<file path="config.mk">
export PLATFORM = sky130hd
export DESIGN_NAME = aesCryptoUnit
export DESIGN_NICKNAME = d
export VERILOG_FILES = /design/src/hdl/aesOpPkg.sv /design/src/hdl/gfMathPkg.sv /design/src/hdl/aesEncColumn.sv /design/src/hdl/aesDecColumn.sv /design/src/hdl/aesRoundStep.sv /design/src/hdl/aesCryptoUnit.sv
export SDC_FILE = /design/constraint.sdc
export NUM_CORES = 2
export LEC_CHECK = 0
export ABC_CLOCK_PERIOD_IN_PS = 37100
export BUFFER_PORTS_ARGS = -buffer_cell sky130_fd_sc_hd__clkbuf_2
export CAP_MARGIN = 20
export CORE_ASPECT_RATIO = 1.2
export CORE_MARGIN = 10
export CORE_UTILIZATION = 53
export CTS_BUF_LIST = sky130_fd_sc_hd__clkbuf_2
export DETAILED_ROUTE_END_ITERATION = 12
export PLACE_DENSITY = 0.67
export SLEW_MARGIN = 20
export SYNTH_ARGS = -nofsm -noshare
export SYNTH_HDL_FRONTEND = slang
export SYNTH_SLANG_ARGS = --single-unit
</file>
<file path="constraint.sdc">
create_clock -name clk -period 37.1 [get_ports clk]
set_clock_uncertainty 0.05 [all_clocks]
set_input_delay 1.855 -clock clk [delete_from_list [all_inputs] [get_ports clk]]
set_output_delay 1.855 -clock clk [all_outputs]
set_load 0.02 [all_outputs]
</file>
<file path="src/hdl/aesOpPkg.sv">
// Opcode encoding for the scalar AES instructions
// Byte index type shared by the decode and the datapath

package aesOpPkg;

   ////////////////////
   // Opcodes
   ////////////////////

   // Scalar AES operations from Zkne and Zknd
   // Esi and Dsi are the final-round forms with no MixColumns step
   typedef enum logic [1:0] {
      AesEsi  = 2'd0,
      AesEsmi = 2'd1,
      AesDsi  = 2'd2,
      AesDsmi = 2'd3
   } aesOp_t;

   ////////////////////
   // Byte select
   ////////////////////

   // Index of the rs2 byte that feeds the S-box
   // Also the left rotation of the column, counted in bytes
   typedef logic [1:0] byteSel_t;

endpackage : aesOpPkg

</file>
<file path="src/hdl/gfMathPkg.sv">
// GF(2^8) arithmetic over the AES field
// Constants for the reduction polynomial and the affine offset

package gfMathPkg;

   // x^8 + x^4 + x^3 + x + 1
   localparam logic [8:0] AesPoly     = 9'h11B;
   // Offset of the S-box affine map
   localparam logic [7:0] AffineConst = 8'h63;

   ////////////////////
   // Field operations
   ////////////////////

   // Multiply by x, reduced modulo the AES polynomial
   function automatic logic [7:0] gfXtime(input logic [7:0] a);
      logic [8:0] shifted;
      shifted = {a, 1'b0};
      if (shifted[8])
         shifted = shifted ^ AesPoly;
      return shifted[7:0];
   endfunction

   // Shift-and-add multiply, one xtime per bit of b
   function automatic logic [7:0] gfMul(input logic [7:0] a, input logic [7:0] b);
      logic [7:0] acc;
      logic [7:0] term;
      acc  = 8'h00;
      term = a;
      for (int i = 0; i < 8; i++) begin
         if (b[i])
            acc = acc ^ term;
         term = gfXtime(term);
      end
      return acc;
   endfunction

   // Inverse as a^254, so an input of zero maps to zero
   // Addition chain over the odd powers 3, 7, 15 ... 127, then one last square
   function automatic logic [7:0] gfInv(input logic [7:0] a);
      logic [7:0] acc;
      acc = a;
      for (int i = 0; i < 6; i++) begin
         // acc goes from a^(2^k - 1) to a^(2^(k+1) - 1)
         acc = gfMul(gfMul(acc, acc), a);
      end
      // a^127 squared gives a^254
      return gfMul(acc, acc);
   endfunction

endpackage : gfMathPkg

</file>
<file path="src/hdl/aesEncColumn.sv">
// Forward S-box of one byte
// Forward MixColumns column, or the bare substituted byte in the final round

`timescale 1ns/1ps

module aesEncColumn import gfMathPkg::*; (
   input  logic [7:0]  byteIn,
   input  logic        finalRound,
   output logic [31:0] column
);

   logic [7:0] invByte;
   logic [7:0] sboxByte;
   logic [7:0] sbox2;
   logic [7:0] sbox3;

   ////////////////////
   // S-box
   ////////////////////

   // Multiplicative inverse first
   assign invByte = gfInv(byteIn);

   // Affine map, the byte XOR four left rotations of itself, plus the offset
   assign sboxByte = invByte
                   ^ {invByte[6:0], invByte[7]}
                   ^ {invByte[5:0], invByte[7:6]}
                   ^ {invByte[4:0], invByte[7:5]}
                   ^ {invByte[3:0], invByte[7:4]}
                   ^ AffineConst;

   ////////////////////
   // MixColumns
   ////////////////////

   // Coefficients 2 and 3 of the forward matrix
   assign sbox2 = gfXtime(sboxByte);
   assign sbox3 = sbox2 ^ sboxByte;

   // Low to high 2s, s, s, 3s
   // Final round passes the substituted byte only
   always_comb begin
      if (finalRound)
         column = {24'h000000, sboxByte};
      else
         column = {sbox3, sboxByte, sboxByte, sbox2};
   end

endmodule : aesEncColumn

</file>
<file path="src/hdl/aesDecColumn.sv">
// Inverse S-box of one byte
// Inverse MixColumns column, or the bare byte in the final round

`timescale 1ns/1ps

module aesDecColumn import gfMathPkg::*; (
   input  logic [7:0]  byteIn,
   input  logic        finalRound,
   output logic [31:0] column
);

   logic [7:0] unOffset;
   logic [7:0] preInv;
   logic [7:0] sboxByte;
   logic [7:0] mul09;
   logic [7:0] mul0B;
   logic [7:0] mul0D;
   logic [7:0] mul0E;

   ////////////////////
   // Inverse S-box
   ////////////////////

   // Strip the affine offset before undoing the linear part
   assign unOffset = byteIn ^ AffineConst;

   // Inverse linear map, rotations by 1, 3 and 6
   assign preInv = {unOffset[6:0], unOffset[7]}
                 ^ {unOffset[4:0], unOffset[7:5]}
                 ^ {unOffset[1:0], unOffset[7:2]};

   // Field inverse last, the reverse order of the forward S-box
   assign sboxByte = gfInv(preInv);

   ////////////////////
   // InvMixColumns
   ////////////////////

   // Coefficients of the inverse matrix column
   assign mul09 = gfMul(sboxByte, 8'h09);
   assign mul0B = gfMul(sboxByte, 8'h0B);
   assign mul0D = gfMul(sboxByte, 8'h0D);
   assign mul0E = gfMul(sboxByte, 8'h0E);

   // Low to high 0E, 09, 0D, 0B
   always_comb begin
      if (finalRound)
         column = {24'h000000, sboxByte};
      else
         column = {mul0B, mul0D, mul09, mul0E};
   end

endmodule : aesDecColumn

</file>
<file path="src/hdl/aesRoundStep.sv">
// Combinational AES round step for one rs2 byte
// Byte select, encrypt or decrypt column, rotate and XOR into rs1

`timescale 1ns/1ps

module aesRoundStep import aesOpPkg::*; #(
   parameter bit ZkndSupported = 1'b1,
   parameter bit ZkneSupported = 1'b1
) (
   input  logic [31:0] rs1,
   input  logic [31:0] rs2,
   input  byteSel_t    bs,
   input  logic        decrypt,
   input  logic        finalRound,
   output logic [31:0] roundResult
);

   logic [4:0]  shamt;
   logic [7:0]  selByte;
   logic [31:0] mixColumn;
   logic [63:0] rotDouble;

   // Byte index to bit offset
   assign shamt   = {bs, 3'b000};
   assign selByte = rs2[shamt +: 8];

   ////////////////////
   // Column select
   ////////////////////

   // Only the supported directions are built
   if (ZkndSupported && ZkneSupported) begin : gBoth
      logic [31:0] encColumn;
      logic [31:0] decColumn;

      aesEncColumn u_aesEncColumn (.byteIn(selByte), .finalRound, .column(encColumn));
      aesDecColumn u_aesDecColumn (.byteIn(selByte), .finalRound, .column(decColumn));

      assign mixColumn = decrypt ? decColumn : encColumn;
   end else if (ZkndSupported) begin : gDecOnly
      // decrypt is always set here, the decode rejects encrypt ops
      aesDecColumn u_aesDecColumn (.byteIn(selByte), .finalRound, .column(mixColumn));
   end else begin : gEncOnly
      aesEncColumn u_aesEncColumn (.byteIn(selByte), .finalRound, .column(mixColumn));
   end

   ////////////////////
   // Rotate and XOR
   ////////////////////

   // Left rotate via a doubled word, upper half holds the result
   assign rotDouble   = {mixColumn, mixColumn} << shamt;
   assign roundResult = rs1 ^ rotDouble[63:32];

endmodule : aesRoundStep

</file>
<file path="src/hdl/aesCryptoUnit.sv">
// Scalar AES execute unit, opcode decode and support check
// Registered result with one-cycle done and illegal pulses

`timescale 1ns/1ps

module aesCryptoUnit import aesOpPkg::*; #(
   parameter bit ZkndSupported = 1'b1,
   parameter bit ZkneSupported = 1'b1
) (
   input  logic        clk,
   input  logic        rstN,
   input  logic        start,
   input  aesOp_t      op,
   input  byteSel_t    bs,
   input  logic [31:0] rs1,
   input  logic [31:0] rs2,
   output logic [31:0] result,
   output logic        done,
   output logic        illegal
);

   logic        decrypt;
   logic        finalRound;
   logic        supported;
   logic [31:0] roundResult;

   ////////////////////
   // Decode
   ////////////////////

   always_comb begin
      decrypt    = 1'b0;
      finalRound = 1'b0;
      unique case (op)
         AesEsi: begin
            finalRound = 1'b1;
         end
         AesEsmi: begin
            // Middle encrypt round, both levels stay low
            decrypt    = 1'b0;
         end
         AesDsi: begin
            decrypt    = 1'b1;
            finalRound = 1'b1;
         end
         AesDsmi: begin
            decrypt    = 1'b1;
         end
         default: begin
            decrypt    = 1'b0;
         end
      endcase
   end

   // Direction must be present in this build
   assign supported = decrypt ? ZkndSupported : ZkneSupported;

   // Datapath, zero cycles
   aesRoundStep #(
      .ZkndSupported(ZkndSupported),
      .ZkneSupported(ZkneSupported)
   ) u_aesRoundStep (
      .rs1,
      .rs2,
      .bs,
      .decrypt,
      .finalRound,
      .roundResult
   );

   ////////////////////
   // Execute register
   ////////////////////

   // One op per cycle, result held between starts
   always_ff @(posedge clk) begin
      if (!rstN) begin
         result  <= '0;
         done    <= 1'b0;
         illegal <= 1'b0;
      end else begin
         done    <= start && supported;
         illegal <= start && !supported;
         if (start)
            result <= supported ? roundResult : 32'h0000_0000;
      end
   end

endmodule : aesCryptoUnit

</file>
==> out/qor.yml <==
run_status:
  outcome: "completed"
routing:
  drtIter0Drc: 2829
  dr.max_layer_used: "met4"
  viasPerCell: 6.15
  drc: 0
  totalWireLength_um: 103000
  dr_wl_met3_um: 6340
  via_count: 29900
  ant_nets: 0
  firstDrtPassIters: 6
  wl_met1_um: 41000
  wl_per_cell_um: 21.2
  route.met2.wl_um: 50600
timing:
  setup_violations: 0
  setup_tns_ns: 0
  layout_min_cycle_time_ns: 30.69
  hold_violations: 0
  relSlewSlack_pct: 28.7
  tightest_slew_ns: 1.06
  rsz0062_at_grt: "false"
  max_freq_mhz: 32.6
  period_share_pct: 82.7
  slew_violations: 0
global_route:
  grt_pass1_vias: 28500
  antenna_found_initial: 0
  grt-ovfl-total: 0
  grt_pass1_wl_um: 161000
  grt_max_degree: 63
  grt_usage_pct: 27.1
logic_synthesis:
  synth.avg_cell_area_um2: 7.90
  netlist_area_um2: 32700
  async_reset_ff_share_pct: 0
  synth_seq_cells: 33
  yosys.cell_count.top_type: "xnor2_1"
  netlist_top_cells_count: "719 x xnor2_1, 507 x nor2_1, 434 x nand2_1, 256 x xor2_1, 211 x a21oi_1"
  yosysSeqAreaShare_pct: 2.02
  netlist_instances: 4138
  synth_edf_count: 0
  synth_area_leaders: "xnor2_1 19%, xnor3_1 12%, xor2_1 6.9%"
  yosys.cell_types.count: 124
  synth_top_area_share_pct: 19.3
  yosys.area.top_type: "xnor2_1"
  synth_ff_type: "dfxtp_1"
  mappedNetlistNets: 4225
  yosys_warnings: 0
worst_setup_path:
  critPathMaxFanout: 55
  startpoint_type: "input port"
  path_class: "input port to register"
  endpoint_kind: "register"
  slowest_delay_ns: 0.87
  crit_required_ns: 37.39
  setup.worst_path.start: "bs[0]"
  rr_startpoint: "result[1]"
  regToRegSetupSlack_ns: 36.37
  crit_arrival_ns: 30.99
  crit_slowest_cell: "ha_1"
  cpMostUsedCell: "xnor2_1"
clock_network:
  cts_tree: "built"
  post_cts_resized: 0
  cts-root-buf: "clkbuf_2"
  cts_buffers: 5
  clock_path_buffers: 2
  h-tree-depth: 2
  cts.sinks: 33
  cts_hold_buf: 0
  path_clk_slew_ns: 0.19
  clkLatencyLatePin_ns: 0.40
  post_cts_buffers: 0
floorplanning:
  die_y_um: 292
  io_pins: 105
  rows: 99
  core_um2: 60900
  start_util_pct: 53.6
  dieWidth_um: 247
  dieArea_um2: 72000
worst_hold_path:
  worstHoldStart: "result[26]"
  min_path_type: "register to register"
cells_and_area:
  final_nets: 4134
  fin_util_pct: 55.0
  drive_gt1_share_pct: 12.0
  antenna_cells: 0
  fill_cells: 5850
  instances_no_fill: 4856
  syn_to_final_growth_pct: 2.48
  design_area_um2: 33500
placed_design:
  dp_hpwl_um: 74400
  dp_cells: 4848
  place_congestion: 0.911
  postPlaceCellArea_um2: 33500
  placement.io_buffers: 103
job:
  cap_violations: 0
-- layer usage --
layer	track usage (%)	vias to the layer above
met5	0	-
met4	11.9	0
met3	2.16	303
met2	47.9	1235
met1	33.1	14100
li1	-	14200
-- stage by stage --
step                      hold WS, ns  setup slack (ns)
after floorplan                 0.473             10.66
after global placement          0.385              6.51
after detailed placement        0.393              6.22
after CTS                       0.415              6.58
after global routing            0.431              4.59
final                           0.415              6.41
-- cell type report --
cell class	count	area, um^2	area share (%)
Tap cell	808	1010	3.02
Sequential cell	33	661	1.97
Clock inverter	3	17.5	0.0523
Timing Repair Buffer	178	1080	3.22
Inverter	52	210	0.627
Clock buffer	5	25.0	0.0747
Multi-Input combinational cell	3777	30500	91.0
-- cell usage in the layout, fill, tap and decap left out, types with 15 or more instances in the layout --
cell      netlist  final
a211o_1        15     15
a211oi_1       43     43
a21o_1         16     16
a21oi_1       211    211
a221oi_1       18     18
a22oi_1        27     27
a31oi_1        25     25
and2_1         33     33
and3_1         25     25
buf_4          40     75
clkbuf_2        0    108
dfxtp_1        33     33
ha_1           16     16
inv_1          32     32
mux2_2         20     20
mux2i_1       161    160
nand2_1       434    434
nand2b_1       24     24
nand3_1        81     81
nor2_1        507    507
nor2b_1        21     21
nor3_1         99     99
o211ai_1       45     45
o21ai_0       122    122
o21ai_1        75     75
o221ai_1       15     15
o22ai_1        77     77
or3_1          36     36
xnor2_1       719    713
xnor2_2        95     99
xnor2_4        14     16
xnor3_1       176    172
xnor3_2        15     19
xor2_1        256    254
xor2_2         31     31
xor3_1         27     26
-- path summary, 6_finish.rpt --
check | end | cells after the start
hold reg to reg | result[26] | 2
setup / recovery | result[29] | 92
hold / removal | result[26] | 2
setup reg to reg | result[1] | 2
-- cell families (layout without fill, tap and decap cells) --
family	after synthesis	after routing	share of synthesized area (%)
xor+xnor	1344	1344	49.6
compound gates	874	874	18.0
buf+inv	328	238	5.09
mux	195	195	6.40
fa+ha+maj	16	16	0.612
other cells	1	1	0.0115
simple gates	1347	1347	18.3
flops	33	33	2.02
-- critical path, delay by kind of cell --
kind                     cells  cell delay (ns)
multiplexers                 4             0.79
AND/OR/NAND/NOR             13             2.40
buffers and inverters       14             3.62
AO/OA/AOI/OAI               14             3.49
XOR/XNOR                    40            15.62
adder cells (fa/ha/maj)      7             3.08
-- flip-flops by register name, indices dropped and copies added, names as in the netlist --
name and count:
result 32, done 1
Power is left out: the tool's default activity adds up to more than one toggle a clock period on the data nets, which glitch-free logic cannot reach.
